[config.mk]
export PLATFORM = sky130hd
export DESIGN_NAME = apb_host_port
export DESIGN_NICKNAME = d
export VERILOG_FILES = /design/src/design/proc_pkg.sv /design/src/design/apb_host_port.sv
export SDC_FILE = /design/constraint.sdc
export NUM_CORES = 1
export LEC_CHECK = 0
export BUFFER_PORTS_ARGS = -buffer_cell sky130_fd_sc_hd__buf_2
export CAP_MARGIN = 25
export CORE_UTILIZATION = 29
export CTS_CLUSTER_SIZE = 30
export DETAILED_ROUTE_END_ITERATION = 8
export GPL_TIMING_DRIVEN = 1
export PLACE_DENSITY = 0.8
export SLEW_MARGIN = 20
export SYNTH_ARGS = -nofsm -noshare
export SYNTH_HDL_FRONTEND = slang
export SYNTH_SLANG_ARGS = --single-unit
[constraint.sdc]
create_clock -name clk -period 2.6 [get_ports clk]
set_input_delay 0.52 -clock clk [delete_from_list [all_inputs] [get_ports clk]]
set_output_delay 0.52 -clock clk [all_outputs]
set_load 0.1 [all_outputs]
[src/design/proc_pkg.sv]
package proc_pkg;

   // Datapath and register file sizes
   localparam int DATA_W   = 16;
   localparam int REG_AW   = 3;
   localparam int NUM_REGS = 8;

   // Instruction field positions
   localparam int OP_HI = 15;
   localparam int OP_LO = 11;
   localparam int RS_HI = 10;
   localparam int RS_LO = 8;
   localparam int RT_HI = 7;
   localparam int RT_LO = 5;
   localparam int RD_HI = 4;
   localparam int RD_LO = 2;
   localparam int FN_HI = 1;
   localparam int FN_LO = 0;

   // Immediate widths, all taken from bit 0 upward and sign extended
   localparam int IMM5_W  = 5;
   localparam int IMM8_W  = 8;
   localparam int IMM11_W = 11;

   typedef enum logic [4:0] {
      OP_HALT  = 5'b00000,
      OP_NOP   = 5'b00001,
      OP_J     = 5'b00100,
      OP_ADDI  = 5'b01000,
      OP_BEQZ  = 5'b01100,
      OP_BNEZ  = 5'b01101,
      OP_ST    = 5'b10000,
      OP_LD    = 5'b10001,
      OP_RTYPE = 5'b11011
   } opcode_t;

   typedef enum logic [1:0] {
      FN_ADD = 2'b00,
      FN_SUB = 2'b01,
      FN_XOR = 2'b10,
      FN_AND = 2'b11
   } funct_t;

   typedef enum logic [1:0] {ALU_ADD, ALU_SUB, ALU_XOR, ALU_AND} alu_op_t;

   // APB word addresses
   localparam logic [15:0] IMEM_BASE = 16'h0000;
   localparam logic [15:0] DMEM_BASE = 16'h1000;
   localparam logic [15:0] CTRL_ADDR = 16'h2000;
   localparam logic [15:0] STAT_ADDR = 16'h2001;

   localparam int CTRL_RUN_BIT  = 0;
   localparam int STAT_HALT_BIT = 0;
   localparam int STAT_ERR_BIT  = 1;

   // Each stage register carries a valid bit; payload is don't-care when it is low.
   // PC and LD/ST addresses are byte addresses, bit 0 is ignored by the memories
endpackage

[src/design/apb_host_port.sv]
`timescale 1ns/1ps
module apb_host_port
   import proc_pkg::*;
#(
   parameter int IMEM_DEPTH = 256,
   parameter int DMEM_DEPTH = 256
) (
   input  logic              clk,
   input  logic              arst_n,
   input  logic [15:0]       paddr,
   input  logic              psel,
   input  logic              penable,
   input  logic              pwrite,
   input  logic [DATA_W-1:0] pwdata,
   input  logic              halt_seen,
   input  logic              illegal_seen,
   input  logic [DATA_W-1:0] host_imem_rdata,
   input  logic [DATA_W-1:0] host_dmem_rdata,
   output logic [DATA_W-1:0] prdata,
   output logic              pready,
   output logic              pslverr,
   output logic              run,
   output logic              host_imem_we,
   output logic              host_dmem_we,
   output logic [15:0]       host_addr,
   output logic [DATA_W-1:0] host_wdata
);

   logic access;
   logic sel_imem;
   logic sel_dmem;
   logic sel_ctrl;
   logic sel_stat;
   logic mem_ok;
   logic start;
   logic halted;
   logic err;

   function automatic logic in_range(input logic [15:0] addr, input logic [15:0] base,
                                     input int depth);
      int off;
      off = int'(addr) - int'(base);
      return (off >= 0) && (off < depth);
   endfunction

   assign access   = psel & penable;
   assign sel_imem = in_range(paddr, IMEM_BASE, IMEM_DEPTH);
   assign sel_dmem = in_range(paddr, DMEM_BASE, DMEM_DEPTH);
   assign sel_ctrl = (paddr == CTRL_ADDR);
   assign sel_stat = (paddr == STAT_ADDR);

   // Host may touch the memories only while the core is idle
   assign mem_ok       = access & pwrite & ~run;
   assign host_imem_we = mem_ok & sel_imem;
   assign host_dmem_we = mem_ok & sel_dmem;
   assign host_addr    = sel_dmem ? paddr - DMEM_BASE : paddr - IMEM_BASE;
   assign host_wdata   = pwdata;

   assign pready  = 1'b1;
   assign pslverr = access & (((sel_imem | sel_dmem) & run) | (sel_stat & pwrite) |
                              ~(sel_imem | sel_dmem | sel_ctrl | sel_stat));

   always_comb begin
      prdata = '0;
      if (sel_imem && !run) begin
         prdata = host_imem_rdata;
      end else if (sel_dmem && !run) begin
         prdata = host_dmem_rdata;
      end else if (sel_ctrl) begin
         prdata[CTRL_RUN_BIT] = run;
      end else if (sel_stat) begin
         prdata[STAT_HALT_BIT] = halted;
         prdata[STAT_ERR_BIT]  = err;
      end
   end

   // Writing 0 to CTRL does nothing, a run only ends at HALT or an illegal opcode
   assign start = access & pwrite & sel_ctrl & pwdata[CTRL_RUN_BIT];

   always_ff @(posedge clk or negedge arst_n) begin
      if (!arst_n) begin
         run    <= 1'b0;
         halted <= 1'b0;
         err    <= 1'b0;
      end else if (start) begin
         run    <= 1'b1;
         halted <= 1'b0;
         err    <= 1'b0;
      end else if (halt_seen || illegal_seen) begin
         run    <= 1'b0;
         halted <= 1'b1;
         err    <= err | illegal_seen;
      end
   end

endmodule

# Word level (Yosys, flattened, before mapping)
# Cells that the tools add are included.
# classes
div_mod_pow	0
multipliers	0
eq_ne	2
muxes	13
magnitude_cmp	4
add_sub_neg	2
bitwise_logic	18
shifts	0
n_reduce_logical	7
# op_table
cell	count
$eq 16x14->1 const B	2
$mux 16	2
$ge 17x1->1 const B	1
$lt 17x10->1 const B	1
$sub 16x13->17 const B	1
$ge 16x1->1 const B	1
$lt 16x9->1 const B	1
$sub 16x13->16 const B	1
$mux 14	1
$and 1x1->1	10
$mux 1	8
$or 1x1->1	6
$logic_and 1x1->1	4
$mux 2	2
$not 1->1	2
$reduce_bool 2->1	1
$logic_not 1->1	1
$logic_or 1x1->1	1
# totals
mem_bits_rw	0
mem_count	0
latch_bits	0
output_inout_bits	53
romBits	0
register_bits	3
word_cells	49
in_bits	71

# Longest topological paths before layout
# Gate-level depths: netlist of the first run.
# depth
depth_word	9
ltp_mapped	11

# Least setup slack after synthesis of the first run
# OpenSTA, ideal clock, no wires.
# synth_path
path_kind	input-to-output
startpoint	input paddr[12]
endpoint	output host_addr[15]
path_stages	10
n_path_buf	1
arrival_ns	3.287
setup_slack_ns	-1.207
cell_sequence	inv_1 -> ha_1 -> xnor2_1 -> nand4b_1 -> nor2_1 -> ha_1 -> buf_2 -> inv_1 -> nor4_1 -> xor2_1
# synth_via
elab_chain_len	4
word_cells_on_any_way	6
cone_classes	2 x add/sub; 2 x order compare; 1 x mux; 1 x reduce/logical
# synth_lines
item	line_no	text
start: declaration	apb_host_port.sv:10	input logic [15:0] paddr,
$sub 16x13->17	apb_host_port.sv:42	off = int'(addr) - int'(base);
$ge 17x1->1 or $lt 17x10->1 (tied branches)	apb_host_port.sv:43	return (off >= 0) && (off < depth);
$logic_and 1x1->1	apb_host_port.sv:43	
$mux 16 *	apb_host_port.sv:56	assign host_addr = sel_dmem ? paddr - DMEM_BASE : paddr - IMEM_BASE;
end: declaration	apb_host_port.sv:25	output logic [15:0] host_addr,
# Mark *: on every way between the ends. The rest lies on a longest branch, timed or not.

# Final worst setup path of the first run
# layout_path
startpoint	input paddr[8]
endpoint	output prdata[1]
# layout_via
elab_chain_len	6
word_cells_on_any_way	15
cone_classes	1 x add/sub; 4 x order compare; 2 x eq/ne; 4 x mux; 4 x reduce/logical
# layout_lines
item	line_no	text
$sub 16x13->17	apb_host_port.sv:42	
$ge 17x1->1 or $lt 17x10->1 (tied branches)	apb_host_port.sv:43	
$logic_and 1x1->1	apb_host_port.sv:43	
$logic_and 1x1->1	apb_host_port.sv:67	end else if (sel_dmem && !run) begin
$mux 2	apb_host_port.sv:67	
$mux 16 *	apb_host_port.sv:65	if (sel_imem && !run) begin
end: declaration	apb_host_port.sv:19	output logic [DATA_W-1:0] prdata,
# Marks and branches as above.

==> flow_summary.yaml, run 1 <==
worst_setup_path:
  cp_num_buf_inv: 3
  critical_path_arrival_ns: 2.16
  crit_type: "in -> out"
  r2r-end: "run"
  reg2regPathDepth: 1
  r2r-start: "run"
  cp-end-kind: "primary output"
  slowest_stage: "mux2_4"
  cp_top_family: "simple AND/OR/NAND/NOR gates"
  path_max_fanout: 4
  r2r_slack_ns: 1.81
  cp.required_ns: 2.08
  cpPeakStageDelay_ns: 0.30
  critPathLaunchType: "primary input"
  path_cells: "buf_8 -> nor4_4 -> nand4b_1 -> nor2_1 -> ha_2 -> buf_6 -> nand2b_4 -> nand3_2 -> o22ai_1 -> mux2_4 -> buf_12"
cts:
  insertion_delay_ns: 0.23
  cts_tree: "done"
  numCtsBuffers: 3
  clkTransAtPathRegs_ns: 0.04
  ctsRootBufferMaster: "clkbuf_4"
  clock_sinks: 3
  cts_max_level: 1
  clockBufferDepth: 2
timing:
  finalSetupViolations: 18
  timing.final.crit_share_pct: 103
  final.min_clock_period_ns: 2.68
  rsz0062_at_grt: "yes"
  drv_slew: 0
  clock_skew_ns: 0
  fmax_mhz: 373
  finalWorstSetupSlack_ns: -0.0804
  hold_viol_final: 0
  whs_ns: 0.0766
synth:
  synth_area_per_cell_um2: 7.73
  synth_common_cells: "buf_4, a22o_1, nor2_1"
  synth_area_leaders: "buf_4, a22o_1, dfrtp_1"
  synth-edff-count: 0
  syn_area_um2: 812
  async_flop_share_pct: 100
  syn-num-nets: 179
  ys_types: 35
  yosys.area.top_type: "buf_4"
  ys_seq_area_share_pct: 9.24
  netlist.area_leader.share_pct: 26.8
  synthCells: 105
  synth_flop_cell: "dfrtp_1"
  ys_ff_latch: 3
  yosysWarnings: 0
  synth.most_common_cell: "buf_4"
routing:
  totalWireLength_um: 3860
  ant_nets: 0
  wl_met3_um: 372
  vias_per_cell: 5.13
  m1WireLength_um: 1240
  drt-initial-drc-count: 15
  first_pass_iters: 4
  num_vias: 1148
  drc: 0
  post_drt_wl_per_cell_um: 17.3
  wl_met2_um: 2080
  top_layer: "met4"
global_routing:
  grtUsageTotal_pct: 26.7
  first_global_vias: 1202
  overflow: 0
  antenna_found_initial: 0
  grt_max_degree: 11
  grt_pass1_wl_um: 5550
floorplanning:
  die_area_um2: 3020
  die_y_um: 54.9
  die_w_um: 54.9
  rows: 18
  initial_utilization_pct: 31.6
  design.portCount: 124
  core_area_um2: 2570
final_layout:
  finalNetCount: 269
  fin_util_pct: 77.8
  syn2layout_area_growth_pct: 146
  drive_above_1_share_pct: 87.1
  fillers: 158
  diodes: 0
place:
  hpwl_um: 2680
  place_worst_setup_slack_ns: -0.174
  place_congestion: 0.783
  port_buffers: 92
pwr:
  vdd_ir_drop_max_uv: 199
  leakagePower_nw: 0.992
  total_power_mw: 0.406
  cellPowerDensity_nw_per_um2: 203
run_status:
  outcome: "complete, but fails checks"
  violations: "setup timing"
flow_run:
  maxCapViolCount: 0
hold_path:
  holdCritPathClass: "in -> async"
[metrics by stage]
stage | instance area (µm²) | setup TNS, ns | instances
2_1_floorplan | 1030 | -1.00 | 105
3_3_place_gp | 1770 | -0.699 | 215
3_5_place_dp | 1770 | -2.21 | 215
4_1_cts | 1960 | -1.04 | 223
5_1_grt | 2000 | -2.99 | 224
6_report | 2000 | -1.02 | 224
[report_power, final]
group | switching (mW) | leakage, nW | internal, mW
clock | 0.0228 | 0.0150 | 0.0574
sequential | 0.000000251 | 0.0298 | 0.0470
combinational | 0.187 | 0.947 | 0.0923
[cells by family after synthesis]
| group | count (synthesis) | synth area share [%] |
|---|---|---|
| buffers and inverters | 38 | 33.0 |
| other | 1 | 0.462 |
| and+or+nand+nor | 33 | 25.7 |
| muxes | 1 | 1.39 |
| adders and majority gates | 3 | 4.62 |
| DFF | 3 | 9.24 |
| AOI/OAI and AO/OA | 22 | 21.3 |
| xor gates and xnor gates | 4 | 4.32 |
[layout make-up]
type	instances	area, µm²	area share [%]
timing repair buffer	118	1060	52.9
multi-input combinational	64	774	38.8
sequential	3	76.3	3.82
tap	30	37.5	1.88
clock buffer	4	26.3	1.32
inverter	5	26.3	1.32
[timing repair]
item / in CTS / in global routing
setup buffers: 4 / 1
gates resized for setup: 33 / 6
pin swaps: 18 / 12
hold buffers: 0 / 0
setup endpoints to repair: 21 / 22
[registers in the layout (all words and copies together) (netlist names)]
register	count
err	1
halted	1
run	1
[worst max-delay path by stage]
| stage | slack (ns) | start | endpoint | cells past startpoint |
|---|---|---|---|---|
| floorplan | -0.22 | paddr[10] | host_addr[15] | 8 |
| global placement | -0.08 | paddr[13] | host_addr[15] | 11 |
| detailed placement | -0.17 | paddr[13] | host_addr[15] | 11 |
| CTS | -0.10 | paddr[9] | host_addr[15] | 9 |
| global route | -0.18 | paddr[8] | prdata[1] | 11 |
| finish | -0.08 | paddr[8] | prdata[1] | 11 |
[layout by cell type (no fill, tap or decap), drive strengths merged, types with 2 or more instances in the layout]
master	Yosys	routed
buf	32	118
a22o	14	14
nor2	10	10
nand2	5	5
inv	5	5
clkbuf	1	4
nor4	4	4
nand3	4	4
a21oi	3	3
nor3	3	3
dfrtp	3	3
ha	3	3
xnor2	2	2
xor2	2	2
[metal layers]
| layer | vias to the layer above | GRT usage (%) |
|---|---|---|
| met5 | - | 0 |
| li1 | 518 | - |
| met3 | 22 | 4.10 |
| met1 | 526 | 25.6 |
| met2 | 82 | 51.4 |
| met4 | 0 | 17.9 |
No activity file was read; power rests on OpenSTA's default activity.
==> run 2: changes to the inputs <==
--- a/config.mk
+++ b/config.mk
@@ -7,6 +7,7 @@
 export LEC_CHECK = 0
 export BUFFER_PORTS_ARGS = -buffer_cell sky130_fd_sc_hd__buf_2
 export CAP_MARGIN = 25
+export CORE_ASPECT_RATIO = 0.75
 export CORE_UTILIZATION = 29
 export CTS_CLUSTER_SIZE = 30
 export DETAILED_ROUTE_END_ITERATION = 8
==> run 2 against run 1 <==
Net effect:
- the flow still finishes with violations (setup timing)
- wire length increased by 43%
- via count increased by 15%
- register-to-register slack got worse by 0.02 ns
- non-clock buffer count increased by 5
- die area about the same
- utilization increased by 3.6 points
- final area increased by 7.7%
- combinational power increased by 7%
- clock skew unchanged
- power increased by 20%
- flip-flop and latch count unchanged
- sequential share of layout area decreased by 0.27 points
==> flow_summary.yaml, run 2 (synthesized netlist as in run 1, its figures left out) <==
cts:
  clock_sinks: 3
  ctsRootBufferMaster: "clkbuf_8"
  numCtsBuffers: 3
  clkTransAtPathRegs_ns: 0.03
  ctsHoldBuffers: 0
  cts_max_level: 1
  cts_tree: "done"
  insertion_delay_ns: 0.22
  clockBufferDepth: 2
pwr:
  internal_power_mw: 0.249
  p_sw_mw: 0.238
  total_power_mw: 0.487
  seqPwrFrac_pct: 9.6
  swShare_pct: 48.8
  leakagePower_nw: 1.05
  vdd_ir_drop_max_uv: 242
  p_clk_share_pct: 29.2
  p_comb_share_pct: 61.1
  cellPowerDensity_nw_per_um2: 227
hold_path:
  holdCritPathClass: "in -> async"
place:
  port_buffers: 92
  place_congestion: 0.808
  hpwl_um: 3130
  dp_cells: 218
  place_area_um2: 1770
timing:
  finalWorstSetupSlack_ns: -0.314
  drv_slew: 0
  timing.final.crit_share_pct: 112
  clock_skew_ns: 0
  fmax_mhz: 343
  rsz0062_at_grt: "yes"
  finalSetupViolations: 22
  hold_viol_final: 0
  whs_ns: 0.0923
  final.min_clock_period_ns: 2.91
flow_run:
  maxCapViolCount: 0
worst_setup_path:
  crit_type: "in -> out"
  critical_path_arrival_ns: 2.39
  r2r_slack_ns: 1.79
  critPathLaunchType: "primary input"
  r2r-start: "run"
  reg2regPathDepth: 1
  cp-end-kind: "primary output"
  r2r-end: "run"
  cp.required_ns: 2.08
  path_max_fanout: 5
routing:
  first_pass_iters: 4
  drt-initial-drc-count: 111
  vias_per_cell: 5.60
  ant_nets: 0
  drc: 0
  totalWireLength_um: 5540
  post_drt_wl_per_cell_um: 23.5
  num_vias: 1322
final_layout:
  drive_above_1_share_pct: 88.9
  syn2layout_area_growth_pct: 165
  mostFrequentLayoutCell: "buf_2"
  fin_cells: 236
  fillers: 131
  finalNetCount: 274
  finish.instance_area_um2: 2150
  layout_common_cells: "buf_2, buf_12, buf_4, a22o_4, buf_6"
  reg_top3: "err: 1 flops, halted: 1 flops, run: 1 flops"
  fin_util_pct: 81.4
floorplanning:
  die_y_um: 47.8
  design.portCount: 124
  die_w_um: 63.1
  die_area_um2: 3020
  initial_utilization_pct: 30.7
  core_area_um2: 2640
  rows: 16
global_routing:
  grtUsageTotal_pct: 31.0
  grt_pass1_wl_um: 6730
  first_global_vias: 1271
  overflow: 0
  antenna_found_initial: 0
  grt_max_degree: 11
run_status:
  outcome: "complete, but fails checks"
  violations: "setup timing"
==> run 2: changes by cell type in the layout (fill, tap and decap cells not counted), moves of 2 or more <==
cell / change
buf_6: +3
clkbuf_8: +3
clkbuf_4: -3
ha_4: +2
==> run 2: power groups by stage <==
stage,Clock [mW],Sequential (mW),Combinational (mW)
5_1_grt,0.149,0.0469,0.303
3_5_place_dp,0,0.0475,0.261
4_1_cts,0.139,0.0470,0.273
3_3_place_gp,0,0.0475,0.254
6_report,0.142,0.0470,0.298
2_1_floorplan,0,0.0475,0.277
==> run 2: timing repair <==
item,CTS,global route
buffers inserted,9,6
pin swaps,9,18
cloned,1,0
resized for setup,22,29
setup endpoints to repair,21,22
==> run 2: routing by layer <==
metal	GRT usage, %	share of wire (%)	vias to the layer above
met5	0	0	-
met4	20.0	4.5	0
met3	11.7	11	30
met2	52.9	49	130
met1	34.3	35	630
li1	-	-	532
==> run 2: worst max-delay path by stage <==
stage | startpoint | cells past startpoint | end
finish | paddr[12] | 13 | prdata[11]
global route | paddr[12] | 13 | prdata[11]
CTS | paddr[9] | 11 | prdata[9]
detailed placement | paddr[13] | 12 | prdata[1]
global placement | paddr[13] | 11 | host_addr[15]
floorplan | paddr[10] | 8 | host_addr[15]
==> run 2: final cells by class <==
type,instances,area [µm²],share of cell area (%)
diodes,1,2.50,0.116
clock buffers,4,45.0,2.09
inverters,5,28.8,1.34
multi-input cells,64,836,38.9
flip-flops and latches,3,76.3,3.55
well taps,36,45.0,2.09
repair buffers,123,1120,51.9
==> run 2: worst max-delay path: stages <==
cell and delay, ns:
buf_8 0.09, inv_6 0.03, ha_4 0.16, xnor2_2 0.20, nand4b_1 0.18, nor2_2 0.18
ha_4 0.22, nand2b_4 0.10, nor2_4 0.14, buf_6 0.14, buf_12 0.11, a22o_4 0.14
buf_12 0.17
==> run 2: through the flow <==
stage	setup WS [ns]	TNS (ns)
floorplan	-0.216	-1.00
global placement	-0.0620	-0.563
detailed placement	-0.205	-3.26
CTS	-0.139	-2.39
global route	-0.338	-5.53
finish	-0.314	-5.00
