--- config.mk ---
export PLATFORM = sky130hd
export DESIGN_NAME = execute
export DESIGN_NICKNAME = d
export VERILOG_FILES = /design/src/design/proc_pkg.sv /design/src/design/execute.sv
export SDC_FILE = /design/constraint.sdc
export NUM_CORES = 1
export LEC_CHECK = 0
export ABC_AREA = 1
export BUFFER_PORTS_ARGS = -buffer_cell sky130_fd_sc_hd__buf_2
export CAP_MARGIN = 20
export CORE_MARGIN = 10
export CORE_UTILIZATION = 35
export DETAILED_ROUTE_END_ITERATION = 8
export MAX_ROUTING_LAYER = met4
export SKIP_LAST_GASP = 1
export SLEW_MARGIN = 10
export SYNTH_ARGS = -nofsm -noshare
export SYNTH_HDL_FRONTEND = slang
export SYNTH_SLANG_ARGS = --single-unit
--- constraint.sdc ---
create_clock -name clk -period 4.52 [get_ports clk]
set_clock_uncertainty 0.2 [all_clocks]
set_input_delay 0 -clock clk [delete_from_list [all_inputs] [get_ports clk]]
set_output_delay 0 -clock clk [all_outputs]
set_load 0.01 [all_outputs]
--- src/design/proc_pkg.sv ---
package proc_pkg;

   // Datapath and register file sizes
   localparam int DATA_W   = 16;
   localparam int REG_AW   = 3;
   localparam int NUM_REGS = 8;

   // Instruction field positions
   localparam int OP_HI = 15;
   localparam int OP_LO = 11;
   localparam int RS_HI = 10;
   localparam int RS_LO = 8;
   localparam int RT_HI = 7;
   localparam int RT_LO = 5;
   localparam int RD_HI = 4;
   localparam int RD_LO = 2;
   localparam int FN_HI = 1;
   localparam int FN_LO = 0;

   // Immediate widths, all taken from bit 0 upward and sign extended
   localparam int IMM5_W  = 5;
   localparam int IMM8_W  = 8;
   localparam int IMM11_W = 11;

   typedef enum logic [4:0] {
      OP_HALT  = 5'b00000,
      OP_NOP   = 5'b00001,
      OP_J     = 5'b00100,
      OP_ADDI  = 5'b01000,
      OP_BEQZ  = 5'b01100,
      OP_BNEZ  = 5'b01101,
      OP_ST    = 5'b10000,
      OP_LD    = 5'b10001,
      OP_RTYPE = 5'b11011
   } opcode_t;

   typedef enum logic [1:0] {
      FN_ADD = 2'b00,
      FN_SUB = 2'b01,
      FN_XOR = 2'b10,
      FN_AND = 2'b11
   } funct_t;

   typedef enum logic [1:0] {ALU_ADD, ALU_SUB, ALU_XOR, ALU_AND} alu_op_t;

   // APB word addresses
   localparam logic [15:0] IMEM_BASE = 16'h0000;
   localparam logic [15:0] DMEM_BASE = 16'h1000;
   localparam logic [15:0] CTRL_ADDR = 16'h2000;
   localparam logic [15:0] STAT_ADDR = 16'h2001;

   localparam int CTRL_RUN_BIT  = 0;
   localparam int STAT_HALT_BIT = 0;
   localparam int STAT_ERR_BIT  = 1;

   // Each stage register carries a valid bit; payload is don't-care when it is low.
   // PC and LD/ST addresses are byte addresses, bit 0 is ignored by the memories
endpackage

--- src/design/execute.sv ---
`timescale 1ns/1ps
module execute
   import proc_pkg::*;
(
   input  logic              clk,
   input  logic              arst_n,
   input  logic              de_valid,
   input  opcode_t           de_op,
   input  alu_op_t           de_alu_op,
   input  logic [DATA_W-1:0] de_a,
   input  logic [DATA_W-1:0] de_b,
   input  logic [DATA_W-1:0] de_store_data,
   input  logic [DATA_W-1:0] de_imm,
   input  logic [DATA_W-1:0] de_pc,
   input  logic [REG_AW-1:0] de_dst,
   input  logic              de_wen,
   input  logic              de_illegal,
   output logic              redirect,
   output logic [DATA_W-1:0] redirect_pc,
   output logic              flush,
   output logic              em_valid,
   output opcode_t           em_op,
   output logic [DATA_W-1:0] em_result,
   output logic [DATA_W-1:0] em_store_data,
   output logic [REG_AW-1:0] em_dst,
   output logic              em_wen,
   output logic              em_illegal
);

   logic [DATA_W-1:0] alu_y;
   logic [DATA_W-1:0] pc_plus2;
   logic              a_zero;
   logic              taken;

   // Also forms the LD/ST address from Rs plus imm5
   always_comb begin
      case (de_alu_op)
         ALU_ADD: alu_y = de_a + de_b;
         ALU_SUB: alu_y = de_a - de_b;
         ALU_XOR: alu_y = de_a ^ de_b;
         ALU_AND: alu_y = de_a & de_b;
      endcase
   end

   assign a_zero = (de_a == '0);

   always_comb begin
      taken = 1'b0;
      if (de_valid) begin
         case (de_op)
            OP_BEQZ: taken = a_zero;
            OP_BNEZ: taken = ~a_zero;
            OP_J:    taken = 1'b1;
            default: taken = 1'b0;
         endcase
      end
   end

   // Target is PC+2 plus the immediate in halfwords
   assign pc_plus2    = de_pc + DATA_W'(2);
   assign redirect_pc = pc_plus2 + {de_imm[DATA_W-2:0], 1'b0};
   assign redirect    = taken;
   // Kills the instruction now in decode
   assign flush       = taken;

   always_ff @(posedge clk or negedge arst_n) begin
      if (!arst_n) begin
         em_valid <= 1'b0;
      end else begin
         em_valid <= de_valid;
      end
   end

   always_ff @(posedge clk) begin
      em_op         <= de_op;
      em_result     <= alu_y;
      em_store_data <= de_store_data;
      em_dst        <= de_dst;
      em_wen        <= de_wen;
      em_illegal    <= de_illegal;
   end

endmodule

; ---- Word level (Yosys, flattened, before mapping)
; Index checks and enable logic that the tools add are counted.
; Widths: inputs -> output; s select.
[word_totals]
register_bits = 43
out_inout_bits = 61
[op_classes]
reduce_logical = 2
n_bitwise = 3
n_eq_ne = 6
add_sub_neg = 4
mux = 3
[op_table]
columns = operator, n
row1 = $pmux 16 s4, 1
row2 = $add 16x16->16, 2
row3 = $add 16x2->16 const B, 1
row4 = $and 16x16->16, 1
row5 = $logic_not 16->1, 1
row6 = $sub 16x16->16, 1
row7 = $xor 16x16->16, 1
row8 = $eq 5x4->1 const B, 2
row9 = $eq 5x3->1 const B, 1
row10 = $eq 2x2->1 const B, 2
row11 = $pmux 1 s3, 1
row12 = $eq 2x1->1 const B, 1
row13 = $logic_not 2->1, 1
row14 = $mux 1, 1
row15 = $not 1->1, 1

; ---- Depth between registers and ports, before layout
; Gate-level depths: netlist of run 1.
[depth]
ltp_word = 4
ltp_mapped = 20
ltp_nobuf = 20

; ---- Least setup slack after synthesis of run 1
; Ideal clock, no wire load.
[synth_timing]
kind = input -> register
startpoint = input de_b[0]
endpoint = register em_result[15]
slack_ps = 2426
t_arrival_ps = 1782
n_path_buf = 0
required_time_ps = 4208
setup_time_ps = 112
cell_stages = 16
path_cell_list = inv_1 -> ha_1 -> nand2_1 -> nor3_2 -> nand3_1 -> o21ai_1 -> xor2_1 -> ha_1 -> a21oi_1 -> nand2_1 -> a21oi_1 -> nand2_1 -> nand3_1 -> nand2_1 -> nand2_1 -> nand2_1
[synth_via]
elab_chain_cells = 2
elab_cells_between_ends = 3
[synth_rtl]
columns = item, line_no
row1 = from (decl), execute.sv:11  ; input logic [DATA_W-1:0] de_b,
row2 = $sub 16x16->16 / $add 16x16->16 (equally long branches), "execute.sv:39, execute.sv:38"
row3 = $pmux 16 s4 *, execute.sv:37  ; case (de_alu_op)
row4 = via alu_y[15], execute.sv:30  ; logic [DATA_W-1:0] alu_y;
row5 = to (signal assigned), execute.sv:76  ; em_result <= alu_y;
row6 = to (decl), execute.sv:23  ; output logic [DATA_W-1:0] em_result,
; The timed path passes the listed nets; every way through them passes the cells marked *.

; ---- Final worst setup path of run 1
[layout_timing]
startpoint = input de_b[1]
endpoint = register em_result[9]
; The elaborated chain is that of the path after synthesis.

==> results.toml, run 1 <==
[outcome]
status = "finished clean"

[worst_setup_path]
path_max_fanout = 4
cp_cell_sequence = "dlygate4sd3_1 > buf_2 > inv_1 > ha_1 > nand2_1 > nor3_2 > a21oi_1 > xor2_1 > inv_1 > ha_1 > nand2_1 > inv_2 > a21oi_1 > nand3_1 > nand3_1 > nand3_1 > dlygate4sd3_1"
endpoint_kind = "flop"
cp_slowest_cell = "dlygate4sd3_1"
cp-start-kind = "input pin"
max_stage_delay_ns = 0.57
cp.arrival_ns = 3.20
path_common_cell = "nand3_1"
cp_data_required_time_ns = 4.51
criticalPathCategory = "in -> reg"

[grt]
antenna_found_initial = 0
grt_pass1_vias = 4016
overflow = 0
grt_max_degree = 18
grt_pass1_wl_um = 18700
grt.total_usage_pct = 15.8

[yosys]
syn_area_sq_mm = 0.00348
synth_seq_cells = 43
synthArstFlopShare_pct = 2.33
synthAdderAreaFrac_pct = 22.4
postSynthAreaPerCell_sq_um = 7.34
yosysTopAreaCell = "dfxtp_1"
synth-simple-area-share_pct = 27.0
ys_top_cells_by_count = "nand2_1, ha_1, inv_1"
synth_flop_cell = "dfxtp_1"
ys_types = 39
synth_top_area_share_pct = 24.2
synth_compound_gate_area_share_pct = 12.1
synth.most_common_cell = "nand2_1"
synthTopCellsByArea = "dfxtp_1, ha_1, nand2_1, nand3_1, a21oi_1"
yosysSeqAreaShare_pct = 24.9
synth_top_family_by_area = "simple AND/OR/NAND/NOR gates"
yosys_warnings = 0
synthXorXnorAreaFrac_pct = 7.05
syn-num-nets = 630
syn_inst = 474
synth.area.mux_share_pct = 0
synth-edff-count = 0

[cells_and_area]
diodes = 0
final_cells = 831
fin_util_pct = 52.9
layout.nets = 853
seq_area_sq_um = 866
drive_above_1_share_pct = 24.9
nFillCells = 981
multiInputGateArea_sq_mm = 0.00238
areaGrowthSynthToFinish_pct = 47.7

[placed_design]
gp_congestion = 0.957
numPortBuffers = 152
dp_hpwl_um = 9310
dpl.cell_count = 754

[clocking]
clk_pin_slew_worst_paths_ns = 0.09
cts_inserted_buffers = 5
clk_path_buf_depth = 2
cts_max_level = 2
cts_resized = 0
root_buffer = "clkbuf_8"
cts.sink_count = 43
cts_tree = "done"

[detailed_routing]
post_drt_wl_per_cell_um = 13.8
firstDrtPassIters = 5
final_antenna_net_count = 0
drt-total-wl_um = 11500
drc = 0
viasPerCell = 4.65
drtIter0Drc = 168
vias = 3867

[timing]
worstMarginPinSlew_ns = 0.589
slew-limit-headroom_pct = 60.5
hold_viol = 0
setup_total_negative_slack_ns = 0
fmax_ghz = 0.312
min_period_over_period_pct = 71.0
setup_viol = 0
final.min_clock_period_ns = 3.21
rsz0062_at_grt = "no"
slew_violations = 0

[floorplanning]
die_area_sq_mm = 0.0143
pin_count = 156
die_h_um = 120
die_width_um = 120
core_sq_mm = 0.00973
start_util_pct = 35.8
placementRows = 36

[hold_path]
worstHoldStart = "de_b[14]"
hold_path_depth = 5
hold_end = "em_result[14]"
hold_class = "in -> reg"

[power]
power_leakage_nw = 2.73
power_density_mw_per_mm2 = 249
ir_drop_v = 0.000116

[flow_run]
maxCapViolCount = 0
-- registers in the layout, indices dropped and copies added, names as in the netlist --
name	cells
em_dst	3
em_valid	1
em_wen	1
em_store_data	16
em_op	5
em_illegal	1
em_result	16
-- metrics by stage --
step	total power, mW	instance area [sq um]	hold WS (ns)	worst slack [ns]
after floorplan	0.776	3480	-0.496	2.43
after global placement	0.975	4370	-0.424	1.94
after detailed placement	0.978	4370	-0.423	1.92
after CTS	1.30	5140	0.000411	1.37
after global routing	1.40	5140	0.0231	1.05
final	1.28	5140	0.0118	1.31
-- kinds of logic (layout without fill, tap and decap cells) --
family / after synthesis / count (layout)
adders and majority gates: 61 / 61
AOI/OAI and AO/OA: 71 / 71
and+or+nand+nor: 217 / 217
xor gates and xnor gates: 28 / 28
DFF: 43 / 43
buffers and inverters: 54 / 278
-- report_power, final --
group | total [mW] | internal, mW | switching, mW
Sequential | 0.425 | 0.417 | 0.00804
Clock | 0.242 | 0.108 | 0.134
Combinational | 0.614 | 0.277 | 0.336
-- worst max path at each step --
stage	startpoint	endpoint	slack [ns]	cells past startpoint
after floorplan	de_b[0]	em_result[15]	2.43	16
after global placement	de_b[0]	em_result[15]	1.94	17
after detailed placement	de_b[0]	em_result[15]	1.92	18
after CTS	de_b[0]	em_result[9]	1.37	17
after global routing	de_b[0]	em_result[10]	1.05	18
final	de_b[1]	em_result[9]	1.31	17
-- critical path, delay by kind of cell --
| kind | cells | cell delay [ns] |
|---|---|---|
| buffers and inverters | 6 | 1.44 |
| and+or+nand+nor | 6 | 0.76 |
| adders and majority gates | 2 | 0.49 |
| AOI/OAI and AO/OA | 2 | 0.35 |
| xor gates and xnor gates | 1 | 0.16 |
-- layout by cell type (no fill, tap or decap), types with 3 or more instances in the layout --
cell type / instances
nand2_1: 123
nand3b_1: 3
dfxtp_1: 42
clkbuf_8: 5
o21bai_1: 3
a21oi_1: 33
nor3_1: 5
o21ai_1: 6
dlygate4sd3_1: 69
xor2_1: 16
nand3_1: 37
o21ai_0: 15
inv_1: 44
buf_2: 152
nor2_2: 3
a22o_1: 6
ha_1: 59
nor2_1: 36
xnor2_1: 12
-- area by class of cell --
class,count,area share [%]
clock buffers,6,1.41
clock inverters,2,0.243
inverters,49,3.72
multi-input cells,377,46.3
flip-flops and latches,43,16.8
well taps,133,3.24
repair buffers,221,28.2
-- repair_timing --
item	4_1_cts	5_1_grt
setup buffers	0	0
hold buffers	69	0
hold endpoints to repair	44	0
-- routing by layer --
metal  up-vias  wire, um  track usage, %
met4         0       105            4.00
met5         -         0               -
met2       134      5300            26.5
met3         8       693            3.09
li1       2020         -               -
met1      1705      5380            19.0
Note: power is estimated with default switching activity, not from simulation.
==> run 2, diff against run 1 <==
clock period = 2.87 ns   (was 4.52 ns; I/O delays follow)
==> run 2 against run 1 <==
  * Sequential power up 57%
  * Critical endpoint is now em_result[15]
  * Global-route usage rose by 0.76 points
  * Total power grew 63%
==> results.toml, run 2 (same netlist as run 1, synthesis figures left out) <==
[outcome]
status = "finished clean"

[placed_design]
gp_congestion = 0.870
place_ws_ns = 0.327
placed_cell_area_sq_mm = 0.00437
dp_hpwl_um = 9320
dpl.cell_count = 754
numPortBuffers = 152

[grt]
use_met3_pct = 3.70
met1_usage_pct = 19.2
grt_pass1_vias = 4169
grt_pass1_wl_um = 19500
grt.total_usage_pct = 16.6
top_usage_layer = "met2"
overflow = 0
use_met2_pct = 28.2
grt_max_degree = 18
antenna_found_initial = 0

[clocking]
cts.sink_count = 43
clk_pin_slew_worst_paths_ns = 0.09
clk_path_buf_depth = 2
cts_inserted_buffers = 5
cts_tree = "done"
cts_max_level = 2
root_buffer = "clkbuf_8"

[worst_setup_path]
endpoint_kind = "flop"
cp.arrival_ns = 2.84
cp_data_required_time_ns = 2.92
criticalPathCategory = "in -> reg"
cp-start-kind = "input pin"
path_max_fanout = 4

[detailed_routing]
final_antenna_net_count = 0
firstDrtPassIters = 4
drt-total-wl_um = 12100
post_drt_wl_per_cell_um = 14.4
vias = 4045
drc = 0
viasPerCell = 4.80
drtIter0Drc = 183

[cells_and_area]
final_cells = 843
layout.nets = 865
nFillCells = 935
layout_common_cells = "buf_2, nand2_1, dlygate4sd3_1"
final_common_cell = "buf_2"
fin_util_pct = 55.5
drive_above_1_share_pct = 28.3
fin_area_sq_mm = 0.00540
diodes = 0
areaGrowthSynthToFinish_pct = 55.1
reg_top3 = "em_result (16), em_store_data (16), em_op (5)"

[hold_path]
hold_path_depth = 5
hold_end = "em_result[15]"
worstHoldStart = "de_a[15]"
hold_class = "in -> reg"

[timing]
rsz0062_at_grt = "yes"
worstMarginPinSlew_ns = 0.657
min_period_over_period_pct = 97.0
final.min_clock_period_ns = 2.79
hold_viol = 0
slew-limit-headroom_pct = 55.9
slew_violations = 0
setup_total_negative_slack_ns = 0
hold_slack_ns = 0.00766
fmax_ghz = 0.359
setup_viol = 0
setup_slack_ns = 0.0848

[power]
power_density_mw_per_mm2 = 386
power_leakage_nw = 2.79
power_mw = 2.08
ir_drop_v = 0.000176

[floorplanning]
core_sq_mm = 0.00973
die_width_um = 120
start_util_pct = 35.8
placementRows = 36
die_area_sq_mm = 0.0143
die_h_um = 120
pin_count = 156

[flow_run]
maxCapViolCount = 0
[run 2: what timing repair did]
item / CTS / global route
setup buffers: 0 / 1
resized for setup: 0 / 33
hold endpoints to repair: 45 / 0
hold buffers: 80 / 0
setup endpoints to repair: 0 / 10
[run 2: final cells by class]
type	instances	area [sq um]	area share, %
Multi-Input combinational cell	377	2520	46.7
Timing Repair Buffer	233	1570	29.1
Sequential cell	43	866	16.0
Inverter	49	191	3.55
Tap cell	133	166	3.08
Clock buffer	6	72.6	1.34
Clock inverter	2	12.5	0.232
[run 2: per-layer routing]
metal / vias up / part of all wire [%] / routed length, um
met5: - / 0 / 0
met3: 13 / 7.1 / 857
met4: 0 / 1.4 / 173
met1: 1835 / 45 / 5460
li1: 2043 / - / -
met2: 154 / 46 / 5620
[run 2: worst max-delay path, stage by stage]
cell	delay (ns)
dlygate4sd3_1	0.55
buf_2	0.14
inv_1	0.08
ha_2	0.19
nand2_2	0.08
nor3_4	0.25
nand3_2	0.11
o21ai_1	0.17
xor2_1	0.17
ha_1	0.31
nand2_1	0.09
inv_1	0.06
nand2_1	0.09
nand2_2	0.08
nand2_1	0.07
nand2_1	0.04
a21oi_1	0.13
nand2_1	0.07
nand2_1	0.06
nand2_1	0.04
nand2_1	0.04
[run 2: worst max path at each step]
stage               startpoint  depth (start not counted)       endpoint  slack (ns)
floorplan              de_b[0]                         16  em_result[15]        0.78
global placement       de_b[0]                         17  em_result[11]        0.34
detailed placement     de_b[0]                         17  em_result[11]        0.33
CTS                    de_b[0]                         13   em_result[5]        0.06
global route           de_b[1]                         19  em_result[13]       -0.07
finish                 de_b[1]                         21  em_result[15]        0.08
[run 2: power by group]
part,internal [mW],switching (mW)
Combinational,0.470,0.560
Sequential,0.657,0.0126
Clock,0.170,0.212
Total,1.30,0.785
==> run 3, diff against run 2 <==
BUFFER_PORTS_ARGS = default   (was -buffer_cell sky130_fd_sc_hd__buf_2)
DONT_BUFFER_PORTS = 1   (was default)
GPL_TIMING_DRIVEN = 0   (was default)
==> run 3 against run 2 <==
  * Die area is the same
  * Sequential share of layout area rose by 2.4 points
  * First-iteration DRC count rose by 9.8%
  * Highest routed layer unchanged
  * Sequential power up 7.6%
==> results.toml, run 3 (same netlist as run 1, synthesis figures left out) <==
[timing]
slew_violations = 0
min_period_over_period_pct = 93.7
setup_total_negative_slack_ns = 0
setup_viol = 0
hold_viol = 0
rsz0062_at_grt = "no"
final.min_clock_period_ns = 2.69
fmax_ghz = 0.372
worstMarginPinSlew_ns = 0.414
slew-limit-headroom_pct = 72.4

[worst_setup_path]
crit_buf_inv = 4
cp.arrival_ns = 2.68
cp_slowest_cell = "dlygate4sd3_1"
cp_data_required_time_ns = 2.86
criticalPathCategory = "in -> reg"
cp-start-kind = "input pin"
path_delay_family = "buffers and inverters"
endpoint_kind = "flop"
path_common_cell = "dlygate4sd3_1"
path_max_fanout = 3
max_stage_delay_ns = 0.59
cp_cell_sequence = "dlygate4sd3_1 > ha_1 > dlygate4sd3_1 > nand2_1 > dlygate4sd3_1 > nand3_1 > dlygate4sd3_1"

[power]
power_density_mw_per_mm2 = 398
power_leakage_nw = 2.26
ir_drop_v = 0.000204

[detailed_routing]
vias = 3546
drc = 0
firstDrtPassIters = 4
final_antenna_net_count = 0
viasPerCell = 4.99
drtIter0Drc = 201
post_drt_wl_per_cell_um = 16.1
drt-total-wl_um = 11500

[clocking]
cts.sink_count = 43
clk_path_buf_depth = 2
cts_inserted_buffers = 5
clk_pin_slew_worst_paths_ns = 0.09
root_buffer = "clkbuf_8"
cts_max_level = 2
cts_tree = "done"
cts_setup_buffers = 0

[cells_and_area]
layout_common_cells = "nand2_1, dlygate4sd3_1, ha_1"
final_common_cell = "nand2_1"
nFillCells = 959
reg_top3 = "em_result (16), em_store_data (16), em_op (5)"
layout.nets = 732
drive_above_1_share_pct = 4.68
fin_util_pct = 48.2
areaGrowthSynthToFinish_pct = 34.7

[floorplanning]
pin_count = 156
placementRows = 36
start_util_pct = 35.8
core_sq_mm = 0.00973
die_width_um = 120
die_h_um = 120
die_area_sq_mm = 0.0143

[flow_run]
maxCapViolCount = 0

[grt]
antenna_found_initial = 1
grt_max_degree = 14
grt_pass1_vias = 3714
grt_pass1_wl_um = 18500
overflow = 0
grt.total_usage_pct = 15.9

[placed_design]
dp_hpwl_um = 8850
gp_congestion = 0.868
numPortBuffers = 0

[outcome]
status = "finished clean"

[hold_path]
hold_class = "in -> out"
[run 3: cell types whose count changed in the layout (fill, tap and decap cells not counted), sizes merged]
| cell | delta |
|---|---|
| buf | -149 |
| clkbuf | +1 |
| diode | +1 |
| dlygate4sd3 | +14 |
| dlymetal6s4s | +1 |
[run 3: area by class of cell]
class / count / area [sq um] / area share [%]
multi-input combinational: 377 / 2380 / 50.8
antenna: 1 / 2.50 / 0.0534
timing repair buffer: 95 / 953 / 20.3
clock inverter: 2 / 12.5 / 0.267
tap: 133 / 166 / 3.55
sequential: 43 / 866 / 18.5
buffer: 5 / 41.3 / 0.881
inverter: 49 / 191 / 4.08
clock buffer: 6 / 72.6 / 1.55
[run 3: path summary, 6_finish.rpt]
path	slack [ns]	cells after the start	end	from
min in group asynchronous	0.28	2	em_valid	arst_n
worst min-delay path	0.01	3	redirect_pc[1]	de_pc[1]
max in group asynchronous	2.09	2	em_valid	arst_n
worst max-delay path	0.18	7	em_result[2]	de_b[2]
[run 3: power breakdown]
part           internal (mW)  switching [mW]
clock                  0.170           0.206
combinational          0.342           0.427
sequential             0.659          0.0610
total                   1.17           0.693
[run 3: metrics by stage]
step	total power, mW	std cells	worst slack, ns	hold slack, ns	cell area (sq um)
final	1.86	711	0.180	0.0119	4690
after CTS	1.88	710	0.0445	0.0137	4680
after global placement	1.35	607	0.442	-0.495	3650
after floorplan	1.22	474	0.776	-0.496	3480
after detailed placement	1.36	607	0.448	-0.495	3650
after global routing	2.01	711	0.121	0.0324	4690
[run 3: repair_timing]
action,in CTS,in global routing
hold endpoints to repair,46,0
endpoints found under the setup margin,0,6
gates resized for setup,0,1
hold buffers,95,0
[run 3: per-layer routing]
layer	vias up	track usage (%)	share of wire [%]
met2	159	28.1	49
met4	0	4.75	2.4
met3	24	4.78	9.3
met5	-	-	0
li1	1778	-	-
met1	1585	16.8	40
